--- src/dla_defs.svh ---
`ifndef DLA_DEFS_SVH
`define DLA_DEFS_SVH

// bus and buffer word widths
`define DLA_FEAT_W      128
`define DLA_WGT_W       64
`define DLA_INSTR_W     64

// address widths and depths
`define DLA_EXT_AW      16
`define DLA_BUF_AW      8
`define DLA_BUF_DEPTH   256
`define DLA_FIFO_DEPTH  8

// instruction word fields
`define DLA_OP_MSB      63
`define DLA_OP_LSB      60
`define DLA_SRC_MSB     31
`define DLA_SRC_LSB     16
`define DLA_DST_MSB     15
`define DLA_DST_LSB     8
`define DLA_CNT_MSB     7
`define DLA_CNT_LSB     0

`endif

--- src/dla_pkg.sv ---
`include "dla_defs.svh"
`default_nettype none

package dla_pkg;

    typedef logic [`DLA_INSTR_W-1:0]             instr_t;
    typedef logic [`DLA_EXT_AW-1:0]              ext_addr_t;   // instr, feature and weight buses
    typedef logic [`DLA_BUF_AW-1:0]              buf_addr_t;   // on-chip buffer index
    typedef logic [`DLA_CNT_MSB-`DLA_CNT_LSB:0]  burst_cnt_t;  // 0 moves nothing
    typedef logic [`DLA_FEAT_W-1:0]              feat_word_t;
    typedef logic [`DLA_WGT_W-1:0]               wgt_word_t;

    // opcode field, codes not listed are treated as nop
    typedef enum logic [3:0] {
        OP_NOP        = 4'h0,
        OP_FETCH_FEAT = 4'h1,
        OP_FETCH_WGT  = 4'h2,
        OP_FETCH_BIAS = 4'h3,
        OP_FETCH_SCAL = 4'h4,
        OP_HALT       = 4'hf
    } opcode_e;

    // target buffer, also the host read select
    typedef enum logic [1:0] {
        BUF_FEAT = 2'd0,
        BUF_WGT  = 2'd1,
        BUF_BIAS = 2'd2,
        BUF_SCAL = 2'd3
    } buf_sel_e;

    typedef enum logic [2:0] {
        IDLE,
        POP,
        WAIT_BURST,
        ACK,
        DROP
    } ctrl_state_e;

endpackage

`default_nettype wire

--- src/dla_ctrl_fsm.sv ---
`include "dla_defs.svh"
`default_nettype none

module dla_ctrl_fsm (
    input  wire logic                clk,
    input  wire logic                i_rst_n,
    input  wire logic                i_run_req,
    input  wire dla_pkg::ext_addr_t  i_prog_addr,
    output logic                     o_run_ack,
    output logic                     o_fetch_start,
    output dla_pkg::ext_addr_t       o_fetch_addr,
    output logic                     o_fifo_clear,
    input  wire logic                i_fifo_empty,
    output logic                     o_fifo_pop,
    input  wire dla_pkg::instr_t     i_instr,      // fifo head
    output logic                     o_burst_start,
    output dla_pkg::buf_sel_e        o_burst_sel,
    output dla_pkg::ext_addr_t       o_burst_src,
    output dla_pkg::buf_addr_t       o_burst_dst,
    output dla_pkg::burst_cnt_t      o_burst_cnt,
    input  wire logic                i_burst_done
);
    import dla_pkg::*;

    ctrl_state_e state;
    ctrl_state_e state_nxt;
    opcode_e     op;
    burst_cnt_t  cnt;
    buf_sel_e    sel_dec;
    logic        go_burst;     // fetch with a nonzero count
    logic        run_start;

    assign op  = opcode_e'(i_instr[`DLA_OP_MSB:`DLA_OP_LSB]);
    assign cnt = i_instr[`DLA_CNT_MSB:`DLA_CNT_LSB];

    // run start clears the fifo and kicks the fetcher in one cycle
    assign run_start     = (state == IDLE) & i_run_req;
    assign o_fetch_start = run_start;
    assign o_fifo_clear  = run_start;
    assign o_fetch_addr  = i_prog_addr;     // held stable by the host during req
    assign o_fifo_pop    = (state == POP) & ~i_fifo_empty;
    assign o_run_ack     = (state == ACK);

    ////////////////////////////////////////
    // decode
    ////////////////////////////////////////
    always_comb begin
        go_burst = 1'b0;
        sel_dec  = BUF_FEAT;
        case (op)
            OP_FETCH_FEAT: begin go_burst = (cnt != '0); sel_dec = BUF_FEAT; end
            OP_FETCH_WGT:  begin go_burst = (cnt != '0); sel_dec = BUF_WGT;  end
            OP_FETCH_BIAS: begin go_burst = (cnt != '0); sel_dec = BUF_BIAS; end
            OP_FETCH_SCAL: begin go_burst = (cnt != '0); sel_dec = BUF_SCAL; end
            default:       go_burst = 1'b0;   // nop, halt, unknown
        endcase
    end

    always_comb begin
        state_nxt = state;
        case (state)
            IDLE: if (i_run_req) state_nxt = POP;
            POP: begin
                if (o_fifo_pop) begin
                    if (op == OP_HALT)
                        state_nxt = ACK;           // no burst can be active here
                    else if (go_burst)
                        state_nxt = WAIT_BURST;
                    else
                        state_nxt = DROP;          // nop or count 0
                end
            end
            WAIT_BURST: if (i_burst_done) state_nxt = POP;
            DROP:       state_nxt = POP;
            ACK:        if (!i_run_req) state_nxt = IDLE;   // ack drops next cycle
            default:    state_nxt = IDLE;
        endcase
    end

    always_ff @(posedge clk or negedge i_rst_n) begin
        if (!i_rst_n) begin
            state         <= IDLE;
            o_burst_start <= 1'b0;
        end else begin
            state         <= state_nxt;
            o_burst_start <= o_fifo_pop & go_burst;  // one cycle after the pop
        end
    end

    // burst fields, captured with the pop
    always_ff @(posedge clk) begin
        if (o_fifo_pop) begin
            o_burst_sel <= sel_dec;
            o_burst_src <= i_instr[`DLA_SRC_MSB:`DLA_SRC_LSB];
            o_burst_dst <= i_instr[`DLA_DST_MSB:`DLA_DST_LSB];
            o_burst_cnt <= cnt;
        end
    end

    a_ack_after_req: assert property (@(posedge clk) disable iff (!i_rst_n)
        $rose(o_run_ack) |-> i_run_req)
        else $error("run ack raised with no run request");

endmodule

`default_nettype wire

--- config.mk ---
export PLATFORM = sky130hd
export DESIGN_NAME = dla_ctrl_fsm
export DESIGN_NICKNAME = d
export VERILOG_FILES = /design/src/dla_pkg.sv /design/src/dla_ctrl_fsm.sv
export VERILOG_INCLUDE_DIRS = /design/src
export SDC_FILE = /design/constraint.sdc
export NUM_CORES = 1
export LEC_CHECK = 0
export BUFFER_PORTS_ARGS = -buffer_cell sky130_fd_sc_hd__buf_2
export CELL_PAD_IN_SITES_DETAIL_PLACEMENT = 0
export CELL_PAD_IN_SITES_GLOBAL_PLACEMENT = 2
export CORE_ASPECT_RATIO = 1.25
export CORE_MARGIN = 2
export CORE_UTILIZATION = 18
export CTS_CLUSTER_DIAMETER = 50
export DETAILED_ROUTE_END_ITERATION = 10
export PLACE_DENSITY_LB_ADDON = 0.25
export REMOVE_ABC_BUFFERS = 1
export SYNTH_ARGS = -nofsm -noshare
export SYNTH_HDL_FRONTEND = slang
export SYNTH_SLANG_ARGS = --single-unit
--- constraint.sdc ---
create_clock -name clk -period 1.7 [get_ports clk]
set_input_delay 0.085 -clock clk [delete_from_list [all_inputs] [get_ports clk]]
set_output_delay 0.085 -clock clk [all_outputs]
set_load 0.1 [all_outputs]
==> flow_metrics.tcl <==
set metrics [dict create \
    areaGrowthSynthToFinish_pct 64.05 \
    report.final.slew_viol_count 0 \
    swShare_pct 49.49 \
    p_comb_share_pct 52.3 \
    finalSetupViolations 0 \
    relSlewSlack_pct 66.07 \
    cts_sinks 38 \
    crit_chain "or4b_4 > clkinv_4 > buf_16" \
    finClkSkew_ps 5.847 \
    ys_seq_elements 38 \
    worstSetupEndpointType "primary output" \
    power.total_uw 4038 \
    slowest_stage "or4b_4" \
    io_pins 140 \
    synthTopCellsByArea "edfxtp_1 (71%), buf_4 (8.8%), dfrtp_1 (6.9%), a21oi_1 (1.4%), nor4_1 (1.3%)" \
    dr_total_vias 1100 \
    ys_types 24 \
    final_hold_viol_count 0 \
    rows 36 \
    grt_pass1_wl_microns 5775 \
    crit_fanout 4 \
    crit_type "flip-flop to primary output" \
    htree_levels 2 \
    p_int_uw 2040 \
    vdd_drop_max_uv 821.1 \
    fin_crit_ps 1592 \
    syn-cell-area_sq_um 1448 \
    insertion_delay_ps 280 \
    gr-usage-all-layers_pct 8.797 \
    finalWirelength_microns 3884 \
    vias_per_cell 3.780 \
    hp-class "input port to asynchronous set/reset pin" \
    power_frac_seq_pct 32.4 \
    wl_per_cell_microns 13.35 \
    cts_root_buf "clkbuf_8" \
    max_freq_ghz 0.6283 \
    drive_above_1_share_pct 48.98 \
    p_leak_uw 0.0009990 \
    path_buf_inv 2 \
    n_antenna_cell 0 \
    numCtsBuffers 5 \
    layout_common_cells "buf_2 (76), edfxtp_1 (34), dlygate4sd3_1 (33), buf_4 (7), clkbuf_8 (6)" \
    crit_path_max_incr_delay_ps 570 \
    nets 280 \
    p_per_area_nw_per_um2 1701 \
    drv_cap 0 \
    fin_util_pct 30.48 \
    antenna_found_initial 0 \
    routabilityCongestion 0.6833 \
    dp_hpwl_microns 3043 \
    cts_tree "built" \
    worst_hold_slack_ps 122.0 \
    start_kind "flip-flop" \
    drtAntennaViolNets 0 \
    worstMarginPinSlew_ps 512.5 \
    fin_crit_sh_pct 93.63 \
    layout_commonest_cell "buf_2" \
    cp.required_ps 1620 \
    ys_seq_area_share_pct 77.44 \
    fp.dieH_microns 104.3 \
    firstDrtPassIters 3 \
    synth_top_area_share_pct 70.53 \
    synth_cells 86 \
    outcome "completed" \
    critical_path_arrival_ps 1510 \
    rsz0062_at_grt "false" \
    core-area_sq_um 7792 \
    synth_area_leader_cell "edfxtp_1" \
    dr.first_iter.drc_count 21 \
    overflow 0 \
    critical_path.top_delay_family "simple AND/OR/NAND/NOR gates" \
    grt_pass1_vias 1160 \
    timing.setup.tns_ps 0 \
    grt_max_degree 21 \
    die-width_microns 84.21 \
    p_clk_share_pct 15.3 \
    drc_errors 0 \
    clk_pin_slew_ps 70 \
    yosysWarnings 0 \
    synth_area_per_cell_sq_um 16.83 \
    clockBufferDepth 2 \
    power.net_switching_uw 1999 \
    die_area_sq_um 8780 \
    port_buffers 79 \
    start_util_pct 18.58 \
]
==> metrics by stage <==
step | worst slack, ps | area [sq um] | instances
finish | 108.3 | 2375 | 291
global route | 52.86 | 2375 | 291
CTS | 11.13 | 2380 | 291
detailed placement | 144.6 | 1938 | 248
global placement | 160.9 | 1938 | 248
floorplan | -4518 | 1309 | 68
==> cell families (layout without fill, tap and decap cells) <==
kind of cell,Yosys count,count (layout),share of synthesized area [%]
DFF,38,38,77.44
buffers and inverters,21,131,10.37
and+or+nand+nor,15,15,6.137
AOI/OAI and AO/OA,9,9,4.149
xor gates and xnor gates,2,2,1.210
muxes,1,1,0.6915
==> power by group through the flow <==
stage | combinational, uW | sequential (uW) | clock (uW)
after global routing | 2180 | 1330 | 683
after CTS | 2140 | 1310 | 656
final | 2110 | 1310 | 620
after global placement | 2030 | 1320 | 0
after floorplan | 355 | 2510 | 0
after detailed placement | 2040 | 1330 | 0
==> path summary, 6_finish.rpt <==
path                        startpoint              end  slack (ps)  cells past startpoint
setup / recovery              state[2]       o_fifo_pop         110                      3
hold / removal                 i_rst_n    o_burst_start         120                      2
setup reg to reg              state[2]  o_burst_src[15]         130                      3
hold reg to reg               state[2]         state[0]         630                      2
max in group asynchronous      i_rst_n         state[0]        1470                      2
min in group clk           i_instr[63]   o_burst_sel[1]         130                      2
==> synth_stat cells <==
cell type   n
o32ai_1     1
mux2i_1     1
edfxtp_1   34
nand4_1     1
a21oi_1     4
o21a_1      1
nand2_1     1
dfrtp_1     4
nand3b_1    1
a211o_1     1
nor2_1      4
buf_4      17
xnor2_1     1
nor4_1      3
nor3_1      2
xor2_1      1
or4b_4      1
buf_6       1
clkinv_1    1
o21ai_0     1
nor3b_1     1
o32a_1      1
inv_1       2
and3_1      1
==> sequential cells by signal (all words and copies together) (netlist names) <==
register,flops
o_burst_cnt,8
state,3
o_burst_start,1
o_burst_sel,2
o_burst_dst,8
o_burst_src,16
==> timing repair <==
item / CTS / global route
endpoints found under the setup margin: 1 / 1
endpoints found under the hold margin: 36 / 0
pin swaps: 1 / 1
resized for setup: 2 / 1
hold buffers: 33 / 0
setup buffers: 2 / 1
==> metal layers <==
| layer | share of wire (%) | vias to the layer above | global-route usage, % |
|---|---|---|---|
| li1 | - | 522 | - |
| met1 | 34 | 504 | 8.442 |
| met2 | 47 | 70 | 13.04 |
| met3 | 17 | 2 | 7.540 |
| met4 | 0 | 2 | 3.456 |
| met5 | 1.7 | - | 5.455 |
==> final cells by class <==
class	instances	area, sq um
repair buffers	120	850.8
clock buffers	7	86.33
flip-flops and latches	38	1121
fillers	805	5418
inverters	3	16.27
well taps	95	118.9
clock inverters	1	5.005
multi-input cells	27	176.4
Note: power is estimated with default switching activity, not from simulation.
