File: config.mk
export PLATFORM = sky130hd
export DESIGN_NAME = instr_fifo
export DESIGN_NICKNAME = d
export VERILOG_FILES = /design/src/dla_pkg.sv /design/src/instr_fifo.sv
export VERILOG_INCLUDE_DIRS = /design/src
export SDC_FILE = /design/constraint.sdc
export NUM_CORES = 1
export LEC_CHECK = 0
export BUFFER_PORTS_ARGS = -buffer_cell sky130_fd_sc_hd__buf_2
export CORE_MARGIN = 5
export CORE_UTILIZATION = 60
export DETAILED_ROUTE_END_ITERATION = 6
export PLACE_DENSITY = 0.79
export SYNTH_ARGS = -nofsm -noshare
export SYNTH_HDL_FRONTEND = slang
export SYNTH_SLANG_ARGS = --single-unit
File: constraint.sdc
create_clock -name clk -period 6 [get_ports clk]
set_input_delay 0.3 -clock clk [delete_from_list [all_inputs] [get_ports clk]]
set_output_delay 0.3 -clock clk [all_outputs]
set_load 0.01 [all_outputs]
File: src/dla_defs.svh
`ifndef DLA_DEFS_SVH
`define DLA_DEFS_SVH

// bus and buffer word widths
`define DLA_FEAT_W      128
`define DLA_WGT_W       64
`define DLA_INSTR_W     64

// address widths and depths
`define DLA_EXT_AW      16
`define DLA_BUF_AW      8
`define DLA_BUF_DEPTH   256
`define DLA_FIFO_DEPTH  8

// instruction word fields
`define DLA_OP_MSB      63
`define DLA_OP_LSB      60
`define DLA_SRC_MSB     31
`define DLA_SRC_LSB     16
`define DLA_DST_MSB     15
`define DLA_DST_LSB     8
`define DLA_CNT_MSB     7
`define DLA_CNT_LSB     0

`endif

File: src/dla_pkg.sv
`include "dla_defs.svh"
`default_nettype none

package dla_pkg;

    typedef logic [`DLA_INSTR_W-1:0]             instr_t;
    typedef logic [`DLA_EXT_AW-1:0]              ext_addr_t;   // instr, feature and weight buses
    typedef logic [`DLA_BUF_AW-1:0]              buf_addr_t;   // on-chip buffer index
    typedef logic [`DLA_CNT_MSB-`DLA_CNT_LSB:0]  burst_cnt_t;  // 0 moves nothing
    typedef logic [`DLA_FEAT_W-1:0]              feat_word_t;
    typedef logic [`DLA_WGT_W-1:0]               wgt_word_t;

    // opcode field, codes not listed are treated as nop
    typedef enum logic [3:0] {
        OP_NOP        = 4'h0,
        OP_FETCH_FEAT = 4'h1,
        OP_FETCH_WGT  = 4'h2,
        OP_FETCH_BIAS = 4'h3,
        OP_FETCH_SCAL = 4'h4,
        OP_HALT       = 4'hf
    } opcode_e;

    // target buffer, also the host read select
    typedef enum logic [1:0] {
        BUF_FEAT = 2'd0,
        BUF_WGT  = 2'd1,
        BUF_BIAS = 2'd2,
        BUF_SCAL = 2'd3
    } buf_sel_e;

    typedef enum logic [2:0] {
        IDLE,
        POP,
        WAIT_BURST,
        ACK,
        DROP
    } ctrl_state_e;

endpackage

`default_nettype wire

File: src/instr_fifo.sv
`include "dla_defs.svh"
`default_nettype none

module instr_fifo (
    input  wire logic             clk,
    input  wire logic             i_rst_n,
    input  wire logic             i_clear,    // run start, drop everything
    input  wire logic             i_wr_en,
    input  wire dla_pkg::instr_t  i_wr_data,
    input  wire logic             i_rd_en,
    output dla_pkg::instr_t       o_rd_data,  // head, valid with the pop
    output logic                  o_empty,
    output logic                  o_afull
);
    import dla_pkg::*;

    localparam int DEPTH = `DLA_FIFO_DEPTH;
    localparam int AW    = $clog2(DEPTH);

    instr_t        mem [DEPTH];
    logic [AW-1:0] wr_ptr;
    logic [AW-1:0] rd_ptr;
    logic [AW:0]   count;

    assign o_rd_data = mem[rd_ptr];
    assign o_empty   = (count == '0);
    assign o_afull   = (count >= DEPTH - 1);

    always_ff @(posedge clk) begin
        if (i_wr_en)
            mem[wr_ptr] <= i_wr_data;
    end

    ////////////////////////////////////////
    // pointers and fill count
    ////////////////////////////////////////
    always_ff @(posedge clk or negedge i_rst_n) begin
        if (!i_rst_n) begin
            wr_ptr <= '0;
            rd_ptr <= '0;
            count  <= '0;
        end else if (i_clear) begin
            wr_ptr <= '0;
            rd_ptr <= '0;
            count  <= '0;
        end else begin
            if (i_wr_en)
                wr_ptr <= (wr_ptr == AW'(DEPTH - 1)) ? '0 : wr_ptr + 1'b1;
            if (i_rd_en)
                rd_ptr <= (rd_ptr == AW'(DEPTH - 1)) ? '0 : rd_ptr + 1'b1;
            case ({i_wr_en, i_rd_en})
                2'b10:   count <= count + 1'b1;
                2'b01:   count <= count - 1'b1;
                default: count <= count;       // both or neither
            endcase
        end
    end

    // fetcher honours afull with one read in flight
    a_no_overflow: assert property (@(posedge clk) disable iff (!i_rst_n)
        i_wr_en |-> (count < DEPTH))
        else $error("instruction fifo written while full");

    a_no_underflow: assert property (@(posedge clk) disable iff (!i_rst_n)
        i_rd_en |-> !o_empty)
        else $error("instruction fifo popped while empty");

endmodule

`default_nettype wire

==> metrics, run 1 <==
status=complete, no violations; CP endpoint kind=primary output; Syn. warnings=0; number of synthesized flops with an enable pin=approximately 500; CP bufs+invs=2; post-route ant nets=0; setup ws final=2.542 ns; fraction of registers with async set or reset after synthesis=between 1.5 and 2%; Initial Util=60.93%; Worst VDD drop=~0.29 mV; ys flop type=edfxtp_1; critical path type=flip-flop to primary output; worst path cell trace=buf_4 > mux4_2 > mux2_2 > buf_2; per-cell routed wire length=roughly 25 um; pin count of the biggest net entering global routing=65; Synth area leaders=edfxtp_1 (77%), mux4_2 (15%), mux2_2 (3.6%); H-tree levels=2; Critical Path Fanout Max=39; global-route total usage across every layer=about 20%; post-synthesis register bit count=~520; top-level port count=135; Least-Margin Pin Slew=approximately 1.1 ns; hold crit path type=input pin to flip-flop; pre-CTS WS=a little over 3 ns; Worst R2R Start=wr_ptr[2]$_DFFE_PN0P_; Mapped Area=between 15,000 and 20,000 um^2; Via Count=a little under 9k; Sw Pwr=1520 uW; Final Skew=between 0.01 and 0.015 ns; Setup-failing EPs final=0; Worst-Skew Late Latency=~0.54 ns; vias per inst=about 6; Gate power share=7.0%; CP Data Arrival Time=roughly 3.2 ns; Hold Path End=mem[4][60]$_DFFE_PP_; RSZ-0062 raised after global routing=false; initial drt markers=600; clk sinks=522; Clock transition at path regs=about 0.060 ns; Critical Path RT=between 5 and 6 ns; Largest delay share family, worst path=flip-flops; vias in the first global route=9,340; Clk network pwr share=38.3%; CTS Buf Count=50; max_slew headroom=25.71%; die area=around 37,000 um^2; Root Buffer=clkbuf_16; Fill cells=roughly 2k; Setup crit start kind=flip-flop; Post-synth top cells=edfxtp_1 (512), mux4_2 (128), mux2_2 (64); antenna violations before repair=4; Synth Instances=815; Slowest-stage cell, CP=dfrtp_4; setup TNS=0 ns; share of layout cells above drive strength 1=between 40% and 50%; reg2reg path depth=3; CTS tree=done; port bufs=134; RR Endpoint=mem[3][15]$_DFFE_PP_; Core ar.=32,620 um^2; Yosys cell types=33; slowest cell delay on critical path=0.94 ns; Nets=~1.1k; clock buffer depth=3; Synth Area per Inst=approximately 24 um^2; Power Internal=around 6000 uW; area leader, netlist=edfxtp_1; Die W=192.0 um; num rows=66; Post-DP HPWL=around 20 mm; Fmax achieved=around 290 MHz; TritonRoute pass-1 iters=5; hold path depth=1; r2r setup slk=3.36 ns; min-delay src=i_wr_data[60]; count leader, synth=edfxtp_1; die height=192.0 um; Post-CTS Resized=0; sequential area share after synthesis=between 70% and 80%; Hold Violations, Final=0; syn nets=890; Max Cap Viol=0; worst setup path startpoint=rd_ptr[0]$_DFFE_PN0P_; DRC viols=0; Layout Area Growth over Synthesis=13.87%; Period minus WS final=around 3.5 ns; first-pass GRT wire length=55.71 mm; final worst path period share=57.64%; leakage=0.007265 uW; Slew Limit Fails=0; post-synth top area share=77.36%; pwr/cell area=333.4 nW/um^2; Switching Fraction=20.15%; grt total ovfl=0; Total Wirelength=between 30 and 40 mm; GPL Wtd Cong=~0.7; Flop pwr share=between 50 and 60%
## power by group through the flow
stage | sequential [uW] | clock (uW) | combinational (uW)
after floorplan | 4180 | 0 | 361
after global placement | 4200 | 0 | 523
after detailed placement | 4200 | 0 | 534
after CTS | 4130 | 2950 | 542
after global routing | 4130 | 3100 | 576
final | 4120 | 2890 | 530
## timing repair
action | CTS | global route
endpoints found under the hold margin | 52 | 0
setup buffers | 0 | 0
hold buffers | 7 | 0
## worst max-delay path by stage
| stage | slack [ns] | depth (start not counted) | end |
|---|---|---|---|
| 2_1_floorplan | 0.33 | 3 | mem[0][0]$_DFFE_PP_ |
| 3_3_place_gp | 3.06 | 4 | o_rd_data[49] |
| 3_5_place_dp | 3.03 | 4 | o_rd_data[48] |
| 4_1_cts | 2.42 | 4 | o_rd_data[29] |
| 5_1_grt | 2.29 | 4 | o_rd_data[48] |
| 6_report | 2.54 | 4 | o_rd_data[48] |
## final cells by class
cell class | count | area (um^2) | area share (%)
sequential | 522 | 15640 | 69.09
clock buffer | 66 | 1375 | 6.076
multi-input combinational | 252 | 4063 | 17.95
timing repair buffer | 156 | 865.8 | 3.826
tap | 442 | 553.0 | 2.443
inverter | 1 | 3.754 | 0.01658
clock inverter | 19 | 133.9 | 0.5915
antenna | 1 | 2.502 | 0.01106
## logic make-up after synthesis
group,after synthesis,share of synthesized area (%)
DFF,522,78.62
adders and majority gates,6,0.3777
AOI/OAI and AO/OA,10,0.3652
muxes,197,18.39
xor gates and xnor gates,2,0.08815
and+or+nand+nor,37,0.9442
buffers and inverters,41,1.221
## routing by layer
metal / GRT usage, % / vias to the layer above / routed length [um]
li1: - / 3808 / -
met1: 28.09 / 4702 / 14770
met2: 33.95 / 265 / 19080
met3: 4.344 / 55 / 2323
met4: 4.992 / 6 / 731
met5: 0 / - / 39
## cell usage in the layout (no fill, tap or decap), types with 3 or more instances in the layout
master	n
dfrtp_4	3
dlygate4sd3_1	7
nor2_4	6
mux2_2	64
clkbuf_16	53
mux2i_1	4
edfxtp_1	512
nand2b_1	9
buf_2	134
dfrtp_1	7
nor2_1	9
buf_4	14
mux4_2	128
clkbuf_1	13
ha_1	6
clkinv_1	13
## registers in the layout (all words and copies together) (netlist names)
signal,count
wr_ptr,3
rd_ptr,3
mem,512
count,4
## metrics by stage
stage	hold WS [ns]	util, %	power (uW)	std cells	cell area [um^2]
2_1_floorplan	0.004409	-	4543	815	19880
3_3_place_gp	0.1790	64.54	4718	1366	21050
4_1_cts	0.002695	69.38	7621	1458	22630
3_5_place_dp	0.1815	64.54	4736	1366	21050
5_1_grt	0.009954	69.39	7807	1459	22630
6_report	0.02351	69.39	7545	1459	22630
No activity file was read; power rests on OpenSTA's default activity.
==> run 2: changes to the inputs <==
CORE_UTILIZATION = 54   (was 60)
PLACE_DENSITY = 0.75   (was 0.79)
clock period = 3 ns   (was 6 ns; I/O delays follow)
==> metrics, run 2 (synthesis results as in run 1) <==
most common cell after layout, fill and taps aside=edfxtp_1; Setup crit start kind=flip-flop; top-level port count=135; share of layout cells above drive strength 1=about two fifths; Layout Area Growth over Synthesis=18.07%; hold crit path type=input pin to flip-flop; Ant. Diodes=0; grt total ovfl=0; num rows=70; leakage=between 0.007 and 0.008 uW; clk sinks=~520; Post-Layout Cell Count=1,557; Final Skew=about 0.012 ns; GPL Wtd Cong=0.7022; Worst-Skew Late Latency=0.57 ns; Hold Violations, Final=0; Post-DP HPWL=20.35 mm; top flop regs=mem: 512 flops, count: 4 flops; Reg with most FFs=mem; Via Count=9,025; Post-Place Cells=~1.4k; Critical Path RT=between 2 and 3 ns; vias in the first global route=just under 10k; RSZ-0062 raised after global routing=false; pin count of the biggest net entering global routing=67; slowest cell delay on critical path=~0.68 ns; initial drt markers=approximately 600; Setup-failing EPs final=0; overall power=between 15,000 and 20,000 uW; post-route ant nets=0; die height=201.9 um; Core ar.=roughly 36,000 um^2; antenna violations before repair=0; status=complete, no violations; Largest delay share family, worst path=multiplexers; Total Wirelength=between 30 and 40 mm; Placed Area=between 20,000 and 25,000 um^2; Max Cap Viol=0; CTS tree=done; H-tree levels=2; Fmax achieved=357.2 MHz; Root Buffer=clkbuf_16; # Post-CTS Setup Buffers=0; Switching Fraction=20.60%; critical path type=flip-flop to primary output; Critical Path Fanout Max=just over 40; DRC viols=0; TritonRoute pass-1 iters=5; CP bufs+invs=2; pwr/cell area=about 650 nW/um^2; Clk network pwr share=38.2%; Flop pwr share=a little over half; die area=approximately 41,000 um^2; first-pass GRT wire length=approximately 60 mm; vias per inst=between 5 and 6; global-route total usage across every layer=between 10% and 20%; Initial Util=between 50% and 60%; max_slew headroom=a little under three fifths; per-cell routed wire length=24.22 um; Worst VDD drop=0.5396 mV; worst path cell trace=buf_12 > mux4_2 > mux2_2 > buf_2; Slowest-stage cell, CP=dfrtp_4; Least-Margin Pin Slew=around 0.64 ns; CP Data Arrival Time=about 2.7 ns; Die W=a little over 200 um; most frequent cells in the layout=edfxtp_1 (512), buf_2 (134), mux4_2 (128); CTS Buf Count=51; Clock transition at path regs=approximately 0.06 ns; Power Internal=around 12,000 uW; Finished Cell Area=~23,000 um^2; final worst path period share=between 90 and 100%; port bufs=between 100 and 150; clock buffer depth=3; Period minus WS final=approximately 2.8 ns; CP endpoint kind=primary output; Sw Pwr=3134 uW; Gate power share=7.7%; number of flip-flops in the largest register=between 500 and 600; Slew Limit Fails=0; Nets=between 1k and 1.5k
run 2: cell count changes in the layout (fill, tap and decap cells not counted), moves of 3 or more:
cell           previous run  this run
clkinv_1                 13        10
clkbuf_1                 13        10
clkinv_2                  2         8
buf_12                    1         9
dlygate4sd3_1             7        69
run 2: timing repair:
item / 4_1_cts / 5_1_grt
gates resized for setup: 0 / 0
hold endpoints to repair: 531 / 0
hold buffers: 69 / 0
run 2: final timing paths:
| check | to | depth (start not counted) | slack (ns) | startpoint |
|---|---|---|---|---|
| max in group asynchronous | rd_ptr[0]$_DFFE_PN0P_ | 3 | 2.00 | i_rst_n |
| min in group asynchronous | wr_ptr[2]$_DFFE_PN0P_ | 3 | 0.61 | i_rst_n |
| worst max-delay path | o_rd_data[43] | 4 | 0.20 | rd_ptr[0]$_DFFE_PN0P_ |
| worst max register to register | mem[2][29]$_DFFE_PP_ | 3 | 0.99 | wr_ptr[0]$_DFFE_PN0P_ |
| worst min register to register | count[3]$_DFFE_PN0P_ | 2 | 0.64 | count[3]$_DFFE_PN0P_ |
| worst min-delay path | mem[3][10]$_DFFE_PP_ | 2 | 0.39 | i_wr_data[10] |
run 2: per-layer routing:
layer	vias up	share of wire [%]	wire length, um	track usage [%]
li1	3962	-	-	-
met1	4748	41	15510	26.52
met2	262	51	19290	31.52
met3	53	5.6	2126	3.225
met4	0	2.1	779	5.176
met5	-	0	0	0
run 2: layout make-up:
cell class              instances  area (um^2)
clock inverters                23        162.7
inverters                       1        3.754
multi-input cells             252         4075
well taps                     468        585.6
fillers                      2402        12970
flip-flops and latches        522        15640
clock buffers                  63         1341
repair buffers                228         1662
run 2: worst register-to-register path: stages, from the launching register on:
cell,delay (ns)
dfrtp_1,0.40
nand2b_1,0.34
nor2_4,0.45
buf_12,0.42
run 2: power groups by stage:
stage                     combinational (uW)  sequential [uW]  clock, uW
after floorplan                          723             8360          0
after global placement                  1100             8370          0
after detailed placement                1120             8380          0
after CTS                               1200             8230       5960
after global routing                    1270             8240       6280
final                                   1170             8230       5810
run 2: stage by stage:
stage          setup TNS, ns  worst slack (ns)  utilization (%)  hold WS (ns)
6_report                   0            0.2003            64.41        0.3899
3_3_place_gp               0            0.7660            58.38       0.03850
3_5_place_dp               0            0.7504            58.38       0.03898
4_1_cts                    0            0.1303            64.41        0.3509
2_1_floorplan        -376.36           -0.7971                -       -0.1456
5_1_grt                    0           0.02748            64.41        0.3812
==> run 3: changes to the inputs <==
CAP_MARGIN = 0   (was unset)
PLACE_DENSITY = 0.87   (was 0.75)
==> metrics, run 3 (synthesis results as in run 1) <==
Critical Path RT=roughly 2.9 ns; port bufs=approximately 130; GPL Wtd Cong=between 0.7 and 0.8; Initial Util=about 55%; Critical Path Fanout Max=35; Clock transition at path regs=approximately 0.06 ns; vias in the first global route=10.03k; global-route total usage across every layer=around a fifth; Reg with most FFs=mem; Worst VDD drop=~0.54 mV; Post-DP HPWL=between 20 and 25 mm; Largest delay share family, worst path=flip-flops; CP bufs+invs=2; # Post-CTS Setup Buffers=0; pwr/cell area=between 600 and 700 nW/um^2; DRC viols=0; die area=around 40,000 um^2; CTS Buf Count=approximately 50; Layout Area Growth over Synthesis=19.09%; Setup-failing EPs final=0; r2r setup slk=about 1.1 ns; critical path type=flip-flop to primary output; Max Cap Viol=0; hold crit path type=input pin to flip-flop; CTS tree=done; RSZ-0062 raised after global routing=false; overall power=about 16,000 uW; Worst R2R Start=rd_ptr[1]$_DFFE_PN0P_; Slowest-stage cell, CP=dfrtp_4; per-cell routed wire length=25.15 um; most common cell after layout, fill and taps aside=edfxtp_1; worst path cell trace=buf_4 > mux4_2 > mux2_2 > buf_2; Slew Limit Fails=0; Nets=~1.1k; Fin Hold WS=about 0.37 ns; Post-CTS Resized=0; Hold Violations, Final=0; Hold Path End=mem[0][6]$_DFFE_PP_; reg2reg path depth=6; Core ar.=around 36,000 um^2; initial drt markers=between 600 and 700; die height=approximately 200 um; antenna violations before repair=2; slowest cell delay on critical path=0.79 ns; top flop regs=mem: 512 flops, count: 4 flops; number of flip-flops in the largest register=512; leakage=approximately 0.0077 uW; max_slew headroom=roughly 57%; first-pass GRT wire length=approximately 61 mm; grt total ovfl=0; RR Endpoint=rd_ptr[0]$_DFFE_PN0P_; Least-Margin Pin Slew=0.6403 ns; Final Skew=~0.0085 ns; TritonRoute pass-1 iters=4; final worst path period share=90.83%; Setup crit start kind=flip-flop; status=complete, no violations; Die W=201.9 um; clock buffer depth=3; Via Count=slightly above 9k; Fmax achieved=between 300 and 400 MHz; Period minus WS final=around 2.7 ns; post-route ant nets=0; CP endpoint kind=primary output; Worst-Skew Late Latency=0.58 ns; share of layout cells above drive strength 1=between 40% and 50%; Total Wirelength=39.41 mm; clk sinks=about 520; Root Buffer=clkbuf_16; pin count of the biggest net entering global routing=62; vias per inst=slightly below 6; min-delay src=i_wr_data[6]; Fill cells=around 2.3k; top-level port count=135; post-layout util=64.96%; CP Data Arrival Time=between 2 and 3 ns; num rows=70; H-tree levels=2; most frequent cells in the layout=edfxtp_1 (512), buf_2 (134), mux4_2 (128); hold path depth=2
==> run 3: cell count changes in the layout (fill, tap and decap cells not counted) <==
cell | before | now
buf_12 | 9 | 11
buf_4 | 16 | 13
bufinv_16 | 2 | 5
clkbuf_1 | 10 | 8
clkbuf_16 | 51 | 52
clkinv_1 | 10 | 4
clkinv_2 | 8 | 15
clkinv_8 | 0 | 1
clkinvlp_4 | 1 | 4
diode_2 | 0 | 2
dlygate4sd3_1 | 69 | 70
inv_8 | 0 | 1
==> run 3: worst register-to-register path, stage by stage (launching register included) <==
cell     delay (ns)
dfrtp_4        0.79
buf_12         0.32
ha_1           0.20
ha_1           0.16
nor2_1         0.05
mux2i_1        0.16
nor2_1         0.07
==> run 3: final cells by class <==
class	count	area, um^2	share of cell area [%]
sequential	522	15640	66.06
multi-input combinational	252	4075	17.22
timing repair buffer	228	1689	7.136
clock buffer	62	1359	5.741
tap	468	585.6	2.474
clock inverter	32	315.3	1.332
antenna	2	5.005	0.02114
inverter	1	3.754	0.01586
==> run 3: power breakdown <==
| part | leakage, uW | switching, uW | internal, uW | total (uW) |
|---|---|---|---|---|
| clock | 0.000823 | 2630 | 3670 | 6300 |
| sequential | 0.00478 | 68.3 | 8160 | 8230 |
| combinational | 0.00210 | 583 | 598 | 1180 |
==> run 3: worst max path at each step <==
stage / start / to / slack (ns) / cells after the start
6_report: rd_ptr[1]$_DFFE_PN0P_ / o_rd_data[48] / 0.27 / 4
5_1_grt: rd_ptr[1]$_DFFE_PN0P_ / o_rd_data[48] / 0.13 / 4
4_1_cts: rd_ptr[1]$_DFFE_PN0P_ / o_rd_data[48] / 0.20 / 4
3_5_place_dp: rd_ptr[1]$_DFFE_PN0P_ / o_rd_data[48] / 0.85 / 4
3_3_place_gp: rd_ptr[1]$_DFFE_PN0P_ / o_rd_data[48] / 0.87 / 4
2_1_floorplan: i_wr_en / mem[7][0]$_DFFE_PP_ / -0.80 / 3
==> run 3: metrics by stage <==
stage / instances / setup TNS, ns / area, um^2 / setup WS [ns]
after detailed placement: 1401 / 0 / 21290 / 0.8516
after global placement: 1401 / 0 / 21290 / 0.8670
after global routing: 1567 / 0 / 23670 / 0.1336
after floorplan: 815 / -376.36 / 19890 / -0.7971
after CTS: 1565 / 0 / 23660 / 0.2049
final: 1567 / 0 / 23670 / 0.2750
==> run 3: per-layer routing <==
layer,vias up,share of wire (%),track usage [%]
met3,59,5.7,4.316
li1,3962,-,-
met1,4847,39,25.73
met2,294,54,34.07
met5,-,0,0
met4,0,2.1,5.225
==> run 3: what timing repair did <==
item | 4_1_cts | 5_1_grt
endpoints found under the setup margin | 0 | 0
hold buffers | 70 | 0
endpoints found under the hold margin | 531 | 0
