==> config.mk <==
export PLATFORM = sky130hd
export DESIGN_NAME = burst_counter
export DESIGN_NICKNAME = d
export VERILOG_FILES = /design/src/dla_pkg.sv /design/src/burst_counter.sv
export VERILOG_INCLUDE_DIRS = /design/src
export SDC_FILE = /design/constraint.sdc
export NUM_CORES = 1
export LEC_CHECK = 0
export BUFFER_PORTS_ARGS = -buffer_cell sky130_fd_sc_hd__buf_4
export CELL_PAD_IN_SITES_DETAIL_PLACEMENT = 0
export CELL_PAD_IN_SITES_GLOBAL_PLACEMENT = 1
export CORE_MARGIN = 10
export CORE_UTILIZATION = 40
export DETAILED_ROUTE_END_ITERATION = 8
export PLACE_DENSITY_LB_ADDON = 0.1
export SYNTH_ARGS = -nofsm -noshare
export SYNTH_HDL_FRONTEND = slang
export SYNTH_SLANG_ARGS = --single-unit
==> constraint.sdc <==
create_clock -name clk -period 3.9 [get_ports clk]
set_clock_uncertainty 0.15 [all_clocks]
set_input_delay 0.78 -clock clk [delete_from_list [all_inputs] [get_ports clk]]
set_output_delay 0.78 -clock clk [all_outputs]
set_load 0.03 [all_outputs]
==> src/dla_defs.svh <==
`ifndef DLA_DEFS_SVH
`define DLA_DEFS_SVH

// bus and buffer word widths
`define DLA_FEAT_W      128
`define DLA_WGT_W       64
`define DLA_INSTR_W     64

// address widths and depths
`define DLA_EXT_AW      16
`define DLA_BUF_AW      8
`define DLA_BUF_DEPTH   256
`define DLA_FIFO_DEPTH  8

// instruction word fields
`define DLA_OP_MSB      63
`define DLA_OP_LSB      60
`define DLA_SRC_MSB     31
`define DLA_SRC_LSB     16
`define DLA_DST_MSB     15
`define DLA_DST_LSB     8
`define DLA_CNT_MSB     7
`define DLA_CNT_LSB     0

`endif

==> src/dla_pkg.sv <==
`include "dla_defs.svh"
`default_nettype none

package dla_pkg;

    typedef logic [`DLA_INSTR_W-1:0]             instr_t;
    typedef logic [`DLA_EXT_AW-1:0]              ext_addr_t;   // instr, feature and weight buses
    typedef logic [`DLA_BUF_AW-1:0]              buf_addr_t;   // on-chip buffer index
    typedef logic [`DLA_CNT_MSB-`DLA_CNT_LSB:0]  burst_cnt_t;  // 0 moves nothing
    typedef logic [`DLA_FEAT_W-1:0]              feat_word_t;
    typedef logic [`DLA_WGT_W-1:0]               wgt_word_t;

    // opcode field, codes not listed are treated as nop
    typedef enum logic [3:0] {
        OP_NOP        = 4'h0,
        OP_FETCH_FEAT = 4'h1,
        OP_FETCH_WGT  = 4'h2,
        OP_FETCH_BIAS = 4'h3,
        OP_FETCH_SCAL = 4'h4,
        OP_HALT       = 4'hf
    } opcode_e;

    // target buffer, also the host read select
    typedef enum logic [1:0] {
        BUF_FEAT = 2'd0,
        BUF_WGT  = 2'd1,
        BUF_BIAS = 2'd2,
        BUF_SCAL = 2'd3
    } buf_sel_e;

    typedef enum logic [2:0] {
        IDLE,
        POP,
        WAIT_BURST,
        ACK,
        DROP
    } ctrl_state_e;

endpackage

`default_nettype wire

==> src/burst_counter.sv <==
`include "dla_defs.svh"
`default_nettype none

module burst_counter (
    input  wire logic                clk,
    input  wire logic                i_rst_n,
    input  wire logic                i_start,
    input  wire dla_pkg::buf_sel_e   i_sel,
    input  wire dla_pkg::ext_addr_t  i_src,
    input  wire dla_pkg::buf_addr_t  i_dst,
    input  wire dla_pkg::burst_cnt_t i_cnt,
    output logic                     o_feat_rd_en,
    output dla_pkg::ext_addr_t       o_feat_addr,
    output logic                     o_wgt_rd_en,
    output dla_pkg::ext_addr_t       o_wgt_addr,
    output logic                     o_wr_en_feat,
    output logic                     o_wr_en_wgt,
    output logic                     o_wr_en_bias,
    output logic                     o_wr_en_scal,
    output dla_pkg::buf_addr_t       o_wr_addr,
    output logic                     o_done      // count + 1 cycles after start
);
    import dla_pkg::*;

    logic       busy;       // read side active
    logic       last;
    logic       wr_v;       // write stage, read side one cycle late
    burst_cnt_t idx;
    burst_cnt_t cnt_q;
    buf_sel_e   sel_q;
    buf_sel_e   wr_sel;
    ext_addr_t  src_q;
    ext_addr_t  rd_addr;
    buf_addr_t  dst_q;

    assign last    = (idx == cnt_q - 1'b1);
    assign rd_addr = src_q + ext_addr_t'(idx);

    // feature fetches use the data bus, the rest the weight bus
    assign o_feat_rd_en = busy & (sel_q == BUF_FEAT);
    assign o_wgt_rd_en  = busy & (sel_q != BUF_FEAT);
    assign o_feat_addr  = rd_addr;
    assign o_wgt_addr   = rd_addr;

    assign o_wr_en_feat = wr_v & (wr_sel == BUF_FEAT);
    assign o_wr_en_wgt  = wr_v & (wr_sel == BUF_WGT);
    assign o_wr_en_bias = wr_v & (wr_sel == BUF_BIAS);
    assign o_wr_en_scal = wr_v & (wr_sel == BUF_SCAL);

    always_ff @(posedge clk or negedge i_rst_n) begin
        if (!i_rst_n) begin
            busy   <= 1'b0;
            idx    <= '0;
            wr_v   <= 1'b0;
            o_done <= 1'b0;
        end else begin
            wr_v   <= busy;
            o_done <= (busy & last) | (i_start & (i_cnt == '0));  // lands on the last write
            if (i_start) begin
                busy <= (i_cnt != '0);
                idx  <= '0;
            end else if (busy) begin
                idx <= idx + 1'b1;
                if (last)
                    busy <= 1'b0;
            end
        end
    end

    always_ff @(posedge clk) begin
        if (i_start) begin
            sel_q <= i_sel;
            src_q <= i_src;
            dst_q <= i_dst;
            cnt_q <= i_cnt;
        end
        wr_sel    <= sel_q;
        o_wr_addr <= dst_q + buf_addr_t'(idx);  // wraps mod 256
    end

    // fsm waits for done before the next pop
    a_start_idle: assert property (@(posedge clk) disable iff (!i_rst_n)
        i_start |-> (!busy && !wr_v))
        else $error("burst started while the previous one is in progress");

endmodule

`default_nettype wire

==> summary by stage, run 1 <==
Run status
The run finished with clean final reports.

Detailed routing
In the routed design, unresolved DRC markers number 0. The remaining antenna violation count is 0. The final wirelength is between 6 and 7 mm.

The routed via count divided by cell count is between 4 and 5. Across all layers, the routed design uses between 2000 and 2500 vias. For this block, the initial DRC count from the detailed router was 70. For this run, the detailed router's first-pass iteration total came to 6. The wire length per cell is 14.9 microns.

Worst hold path
The worst hold path class is in -> async.

Timing
The final worst hold slack is between 100 and 150 ps. The worst slew margin relative to its limit is 0.616. The routed design could run at a clock period as short as between 3000 and 4000 ps.

The final sum of negative setup slack is 0 ps. The final cycle utilization of the critical path is 0.934. The maximum operating frequency is 275 MHz. The count of final max-slew check failures came to 0.

The number of setup violations in the final report is 0. The number of hold-slack violations in the final timing report is 0. The transition at the pin with the smallest max-transition slack is around 580 ps.

Setup repair after global routing left no endpoint under its margin.

Finish
Fill cells in the final layout number approximately 690. The repair_antennas step left the layout with diodes totalling 0. The ratio of cells with drive above 1 in the final layout is 0.290. The count of cells in the finished layout, fillers not included, comes to 430. From synthesis to final layout, the design area changed by 23.7%. The final layout contains between 300 and 400 nets. Summing all non-filler instances in the final layout gives an area of about 3600 sq um.

Synth
The top flip-flop cell by instance count after synthesis is sky130_fd_sc_hd__edfxtp_1. Yosys printed 0 warnings. The mapped netlist covers ~2900 sq um. The average instance in the mapped netlist occupies about 11 sq um.

The sequential-to-total area share from yosys stat is 0.508. Counting flops with an async set or reset pin after synthesis yields a share of 0.200. The number of enable flip-flop cells after synthesis is 34. The number of nets handed over by synthesis was between 300 and 400. After technology mapping, the gate count stands at between 200 and 300.

The register bit total from synthesis is 55. The count of distinct cell types in the synthesized netlist is 52.

Die
The die covers 11200 sq um. The starting density of the core is 0.409. Row generation in the floorplan step produced 31 rows. 84 I/O pins were placed.

In this run the standard cell core region covers 7210 sq um. The chip width is between 100 and 150 microns. In this run the vertical extent of the chip is about 110 microns.

Global route
In the global route stage, overall resource usage came out at 0.113. The initial antenna violation count is 0. The overflow left after global routing is 0. Entering global routing, the biggest net connects 45 pins.

The global-route wire length before repair is ~10 mm. The via count of the first global-routing pass came to between 2000 and 2500.

Place
The number of placed instances, taps included, is ~420. Buffers placed on the I/O ports in this run total 83. At the end of routability-driven placement, the weighted congestion stood at ~0.79. Summing all placed instances gives a cell area of about 3600 sq um. Once detailed placement completed, the half-perimeter wirelength came to roughly 5 mm.

CTS
For this design, the CTS-stage hold fixing added 0 buffers. Clock latency on the worst-skew pair, taken at its later pin, is around 300 ps. The clock net sink count is 55. Clock-pin slew was measured on the worst setup and hold paths at 100 ps.

In this run the number of H-tree levels came out at 2. The post-CTS repair timing setup buffer count is 0. The clock buffer count from CTS is 5.

No sink is reached through more buffers than the 2 on the longest clock path. The clock root buffer is sky130_fd_sc_hd__clkbuf_8. In this run, post-CTS repair resized a total of 0 instances.

The CTS tree is yes.

Worst setup path
The critical path startpoint category is a flop. The biggest fanout along the worst timing path is 6. At the worst endpoint, the required time is roughly 3000 ps. The arrival time at the worst endpoint is approximately 2700 ps. The setup path with the least slack is of type reg -> out.

The endpoint type of the worst setup path is a primary output.

Power and ir drop
The peak supply drop is between 0.15 and 0.2 mV. The total leakage power is 1.59 nW. Power spread over the standard cell area amounts to ~390 nW/um^2.

Job
The tool flagged a number of max-cap violations equal to 0.
-- power breakdown --
group          leakage [nW]  total [mW]  switching, mW  internal [mW]
clock                0.0449       0.330          0.187          0.142
combinational         0.983       0.394          0.233          0.161
sequential            0.558       0.706         0.0351          0.671
total                  1.59        1.43          0.456          0.974
-- path summary, 6_finish.rpt --
check / startpoint / to / slack [ps] / cells past startpoint
min in group clk: sel_q[1] / wr_sel[1] / 260 / 0
min reg2reg: sel_q[1] / wr_sel[1] / 260 / 0
min: i_rst_n / o_done / 140 / 1
max: idx[0] / o_feat_addr[14] / 260 / 8
max in group asynchronous: i_rst_n / idx[3] / 3300 / 1
max reg2reg: idx[0] / o_wr_addr[6] / 1790 / 8
-- state kept, by name, summed over array words and instances (netlist names) --
name / cells
busy: 1
cnt_q: 8
dst_q: 8
idx: 8
o_done: 1
o_wr_addr: 8
sel_q: 2
src_q: 16
wr_sel: 2
wr_v: 1
-- cell families (layout without fill, tap and decap cells) --
group / count (synthesis) / in the layout / synth area share
AND/OR/NAND/NOR: 79 / 79 / 0.140
flip-flops: 55 / 55 / 0.508
AO/OA/AOI/OAI: 42 / 42 / 0.100
XOR/XNOR: 32 / 32 / 0.0976
buffers and inverters: 30 / 102 / 0.0620
adder cells (fa/ha/maj): 19 / 19 / 0.0857
multiplexers: 2 / 2 / 0.00679
-- Yosys cell counts (3+ instances only) --
master,instances,area [sq um]
sky130_fd_sc_hd__nand2_1,10,37.5
sky130_fd_sc_hd__nor2_1,31,116
sky130_fd_sc_hd__xnor2_1,19,166
sky130_fd_sc_hd__dfrtp_1,11,275
sky130_fd_sc_hd__and3_1,6,37.5
sky130_fd_sc_hd__dfxtp_1,10,200
sky130_fd_sc_hd__o21ai_0,8,40.0
sky130_fd_sc_hd__o211ai_1,5,37.5
sky130_fd_sc_hd__xor2_1,12,105
sky130_fd_sc_hd__nand4_1,6,37.5
sky130_fd_sc_hd__a21o_1,3,22.5
sky130_fd_sc_hd__ha_1,17,213
sky130_fd_sc_hd__a21oi_1,9,45.0
sky130_fd_sc_hd__inv_1,11,41.3
sky130_fd_sc_hd__nor3_1,4,20.0
sky130_fd_sc_hd__nor2b_1,4,25.0
sky130_fd_sc_hd__buf_4,16,120
sky130_fd_sc_hd__edfxtp_1,34,1020
-- placed cells by master (no fill, tap or decap), types with 2 or more instances in the layout --
cell,instances
sky130_fd_sc_hd__clkbuf_8,6
sky130_fd_sc_hd__buf_4,83
sky130_fd_sc_hd__inv_1,11
sky130_fd_sc_hd__and3_1,6
sky130_fd_sc_hd__o21a_1,2
sky130_fd_sc_hd__nand4_1,6
sky130_fd_sc_hd__dfrtp_1,11
sky130_fd_sc_hd__ha_1,17
sky130_fd_sc_hd__nor3_1,4
sky130_fd_sc_hd__o211ai_1,5
sky130_fd_sc_hd__a31oi_1,2
sky130_fd_sc_hd__a21oi_1,9
sky130_fd_sc_hd__edfxtp_1,34
sky130_fd_sc_hd__fa_1,2
sky130_fd_sc_hd__nor4_1,2
sky130_fd_sc_hd__mux2i_1,2
sky130_fd_sc_hd__nor2_1,31
sky130_fd_sc_hd__or3_1,2
sky130_fd_sc_hd__xor2_1,12
sky130_fd_sc_hd__a211oi_1,2
sky130_fd_sc_hd__xnor2_1,19
sky130_fd_sc_hd__a32oi_1,2
sky130_fd_sc_hd__a21o_1,3
sky130_fd_sc_hd__o21ai_0,8
sky130_fd_sc_hd__nand2b_1,2
sky130_fd_sc_hd__nand2_1,10
sky130_fd_sc_hd__nor2b_1,4
sky130_fd_sc_hd__dfxtp_1,10
-- metrics by stage --
| stage | utilization | total power, mW | worst slack, ps |
|---|---|---|---|
| floorplan | - | 0.985 | 464 |
| global placement | 0.493 | 1.12 | 629 |
| detailed placement | 0.493 | 1.12 | 555 |
| CTS | 0.506 | 1.45 | 215 |
| global route | 0.506 | 1.51 | 54.3 |
| finish | 0.506 | 1.43 | 258 |
-- critical path, stage by stage (launching register included) --
cell and delay (ps):
sky130_fd_sc_hd__dfrtp_1 470, sky130_fd_sc_hd__ha_1 270, sky130_fd_sc_hd__fa_1 420, sky130_fd_sc_hd__a21o_1 180, sky130_fd_sc_hd__a21oi_1 320, sky130_fd_sc_hd__a2111oi_4 150
sky130_fd_sc_hd__o211ai_1 220, sky130_fd_sc_hd__xnor2_1 170, sky130_fd_sc_hd__buf_4 200
-- layout make-up --
type,count,area (sq um),share of cell area
well taps,99,124,0.0340
repair buffers,83,623,0.171
multi-input cells,174,1270,0.348
flip-flops and latches,55,1500,0.410
clock buffers,6,82.6,0.0226
inverters,11,41.3,0.0113
clock inverters,2,11.3,0.00309
-- metal layers --
metal / track usage / vias up / part of all wire
li1: - / 1051 / -
met1: 0.136 / 963 / 0.45
met2: 0.189 / 46 / 0.48
met3: 0.0359 / 4 / 0.055
met4: 0.0358 / 0 / 0.0088
met5: 0 / - / 0
Note: power is estimated with default switching activity, not from simulation.
==> run 2: changes to the inputs <==
--- a/config.mk
+++ b/config.mk
@@ -6,11 +6,12 @@
 export SDC_FILE = /design/constraint.sdc
 export NUM_CORES = 1
 export LEC_CHECK = 0
+export ABC_AREA = 1
 export BUFFER_PORTS_ARGS = -buffer_cell sky130_fd_sc_hd__buf_4
 export CELL_PAD_IN_SITES_DETAIL_PLACEMENT = 0
 export CELL_PAD_IN_SITES_GLOBAL_PLACEMENT = 1
 export CORE_MARGIN = 10
-export CORE_UTILIZATION = 40
+export CORE_UTILIZATION = 39
 export DETAILED_ROUTE_END_ITERATION = 8
 export PLACE_DENSITY_LB_ADDON = 0.1
 export SYNTH_ARGS = -nofsm -noshare
==> summary by stage, run 2 <==
Finish
The library cells used most frequently in the layout, excluding fill and tap cells, are 83 x sky130_fd_sc_hd__buf_4, 67 x sky130_fd_sc_hd__nand2_1, 34 x sky130_fd_sc_hd__edfxtp_1, 31 x sky130_fd_sc_hd__inv_1, 29 x sky130_fd_sc_hd__nor2_1. Of the cells placed in the final design, the portion with a size suffix greater than 1 is 0.266. The top register by number of flip-flops is src_q.

Relative to the synthesized area, the layout overhead comes to 24.5%. The antenna diode count is 0. The register with the most flip-flops in the layout has 16 of them. The filler cells instantiated in the layout total ~700. After the last flow step, the layout net total stands at about 440.

Leaving out fill and tap cells, the most frequent cell in the layout is sky130_fd_sc_hd__buf_4. The final standard cell count with taps included and fillers excluded is about 480. Once layout is complete, the utilization of the core stands at 0.501.

Synth
The number of nets produced by synthesis is 366. The mean cell area of the mapped netlist is 9.46 sq um. The top flip-flop cell by instance count after synthesis is sky130_fd_sc_hd__edfxtp_1. After synthesis, the cell types taking the most area are sky130_fd_sc_hd__edfxtp_1 35%, sky130_fd_sc_hd__dfrtp_1 9.4%, sky130_fd_sc_hd__nand2_1 8.6%. The count of distinct cell types in the synthesized netlist is 29. The post-synthesis cell count is 310. Of the total synthesized cell area, the portion taken by AND, OR, NAND and NOR gates is 0.200.

The combined area of all synthesized cells is between 2000 and 3000 sq um. By count the netlist is led by 67 x sky130_fd_sc_hd__nand2_1, 34 x sky130_fd_sc_hd__edfxtp_1, 31 x sky130_fd_sc_hd__inv_1. The sequential-to-total area share from yosys stat is 0.510. The yosys synthesis warning count is 0. The adder and majority cell fraction of the synthesized area is 0.0862. The share of synthesized area in the top cell type comes to 0.348.

The library cell with the highest instance count after synthesis is sky130_fd_sc_hd__nand2_1. The complex-gate fraction of the synthesized area came to 0.0563. Yosys mapped a number of flops with a built-in enable equal to 34. The post-synthesis mux area share is 0.

By area, the combinational part of the netlist is dominated by simple AND/OR/NAND/NOR gates. The fraction of registers with async set/reset is 0.200. Of the total synthesized cell area, the portion taken by XOR and XNOR cells is 0.0627. Summed over all instances, the cell type with the most area after synthesis is sky130_fd_sc_hd__edfxtp_1.

The register bit total from synthesis is between 50 and 60.

CTS
Buffers inserted to repair hold after CTS numbered 0. The number of gates resized after CTS was 0. No sink is reached through more buffers than the 2 on the longest clock path. The clock-pin slew of the registers on the worst-case setup and hold paths is around 100 ps. The tree built by TritonCTS fans out to 55 sinks.

The H-tree generated during clock tree synthesis spans 2 levels. At the later pin of the worst-skew pair, clock insertion delay measures 300 ps. The root buffer cell chosen for the clock tree is sky130_fd_sc_hd__clkbuf_8. The CTS tree is yes. In this run the post-CTS setup repair buffer count came out at 0.

Clock tree synthesis inserted a total of 5 buffers.

Timing
The count of final max-slew check failures is 0. The tightest hold path in the finished design has a slack of 141 ps. Derived from the worst setup path, the maximum achievable clock frequency is between 300 and 400 MHz.

Subtracting the final worst setup slack from the clock period gives around 3200 ps. Setup repair after global routing left no endpoint under its margin. Setup slack closes at ~670 ps. The final sum of negative setup slack is 0 ps. The final cycle utilization of the critical path is 0.827. For the pin with the worst max-slew slack, the measured transition is about 450 ps.

The number of hold-slack violations in the final timing report is 0. Headroom to the max-slew limit came out at 0.700. Setup violations remaining at the end of the flow were counted as 0.

Worst setup path
By startpoint and endpoint, the worst setup path is classified as reg -> out. The critical path startpoint category is a flop. The startpoint of the most critical setup path is idx[0]. The longest individual stage delay on the worst path is 470 ps. The signal on the critical path passes through ha_1 -> fa_1 -> nand3_1 -> nand2_1 -> a21o_1 -> a21oi_1 -> xnor2_1 -> buf_4.

Data on the critical path is required at its endpoint by 2970 ps. In this run the register-to-register setup slack is around 1900 ps. Of all nets on the critical path, the largest fanout is 6. The timing endpoint of the critical path is o_wgt_addr[6]. The endpoint type of the worst setup path is a primary output. The slowest stage of the critical path belongs to the cell sky130_fd_sc_hd__dfrtp_1. The endpoint of the worst register-to-register path is o_wr_addr[6].

The worst register-to-register path has a depth of 6. The startpoint identified for the worst register-to-register timing path is idx[1]. The arrival time at the worst endpoint is ~2300 ps.

Die
84 I/O pins were placed. The starting density of the core is 0.402. The floorplan row count is 31. The die footprint is roughly 11000 sq um.

In this run the horizontal extent of the chip is around 110 microns. The area of the core is around 7300 sq um. The y dimension of the die is between 100 and 150 microns.

Job
Across the run, the number of max-cap violations was 0.

Place
The cell total after placement is between 400 and 500. The total of buffers placed on input and output ports is between 80 and 90. At the end of routability-driven placement, the weighted congestion stood at between 0.8 and 0.9. The detailed-placement wirelength estimate is roughly 5.2 mm. At the placement stage, the worst setup path has a slack of between 900 and 1000 ps.

Global route
The total global-route track usage is 0.112. The pin count of the biggest net entering global routing is 36. For this run the aggregate overflow at the end of global routing stands at 0. The global-route wire length before repair is 10.6 mm.

The via count of the first global-routing pass is roughly 2200. The initial antenna violation count was 0.

Run status
The flow ran to the end, and the final reports show no timing, DRC or antenna violations.

Detailed routing
The via count is between 2000 and 2500. The detailed-router iteration count before antenna repair is 4. The routed via count divided by cell count is ~4.5. The final wirelength is around 6.4 mm. After the first detailed-routing iteration, the DRC count stood at between 90 and 100. After detailed routing, the average wire length per cell comes to about 13 microns. Once detail routing completed, the nets flagged for antenna violations numbered 0. In the routed design, unresolved DRC markers number 0.

Power and ir drop
The ratio of total power to cell area is around 380 nW/um^2. The total leakage power is approximately 1.8 nW. The peak supply drop is 0.212 mV.

Worst hold path
The worst hold path class is in -> async.
==> run 2: changes by cell type after synthesis, moves of 5 or more <==
cell                       delta
sky130_fd_sc_hd__xnor2_1     -12
sky130_fd_sc_hd__nand3_1     +18
sky130_fd_sc_hd__nand2_1     +57
sky130_fd_sc_hd__and3_1       -6
sky130_fd_sc_hd__o211ai_1     -5
sky130_fd_sc_hd__inv_1       +20
sky130_fd_sc_hd__a21oi_1      +6
==> run 2: layout make-up <==
type | instances | area (sq um) | share of cell area
Clock buffer | 6 | 82.6 | 0.0226
Clock inverter | 2 | 15.0 | 0.00411
Tap cell | 99 | 124 | 0.0339
Timing Repair Buffer | 83 | 623 | 0.171
Inverter | 33 | 124 | 0.0339
Multi-Input combinational cell | 205 | 1190 | 0.325
Sequential cell | 55 | 1500 | 0.410
==> run 2: where the power goes <==
part           switching, mW  internal (mW)
combinational          0.233          0.144
clock                  0.180          0.146
sequential            0.0310          0.670
==> run 2: worst min path at each step <==
| stage | startpoint | to | cells past startpoint |
|---|---|---|---|
| 2_1_floorplan | sel_q[1] | wr_sel[1] | 0 |
| 3_3_place_gp | sel_q[1] | wr_sel[1] | 0 |
| 3_5_place_dp | sel_q[1] | wr_sel[1] | 0 |
| 4_1_cts | i_rst_n | wr_v | 1 |
| 5_1_grt | i_rst_n | o_done | 1 |
| 6_report | i_rst_n | o_done | 1 |
==> run 2: kinds of logic after synthesis <==
kind of cell,after synthesis
DFF,55
and+or+nand+nor,135
adders and majority gates,19
AOI/OAI and AO/OA,30
xor gates and xnor gates,21
buffers and inverters,50
==> run 2: worst max-delay path: cells and delay by family, from the launching register on <==
kind                     cells  cell delay, ps
AO/OA/AOI/OAI                2             320
adder cells (fa/ha/maj)      2             670
XOR/XNOR                     1             160
buffers and inverters        1             200
AND/OR/NAND/NOR              2             190
flip-flops                   1             470
==> run 2: metal layers <==
layer	share of wire	up-vias	global-route usage
li1	-	1156	-
met1	0.46	988	0.136
met2	0.49	37	0.191
met3	0.049	2	0.0377
met4	0.0034	0	0.0174
met5	0	-	0
==> run 2: through the flow <==
stage	power (mW)	cell area, sq um
floorplan	0.963	2930
global placement	1.10	3550
detailed placement	1.10	3550
CTS	1.43	3650
global route	1.48	3650
finish	1.40	3650
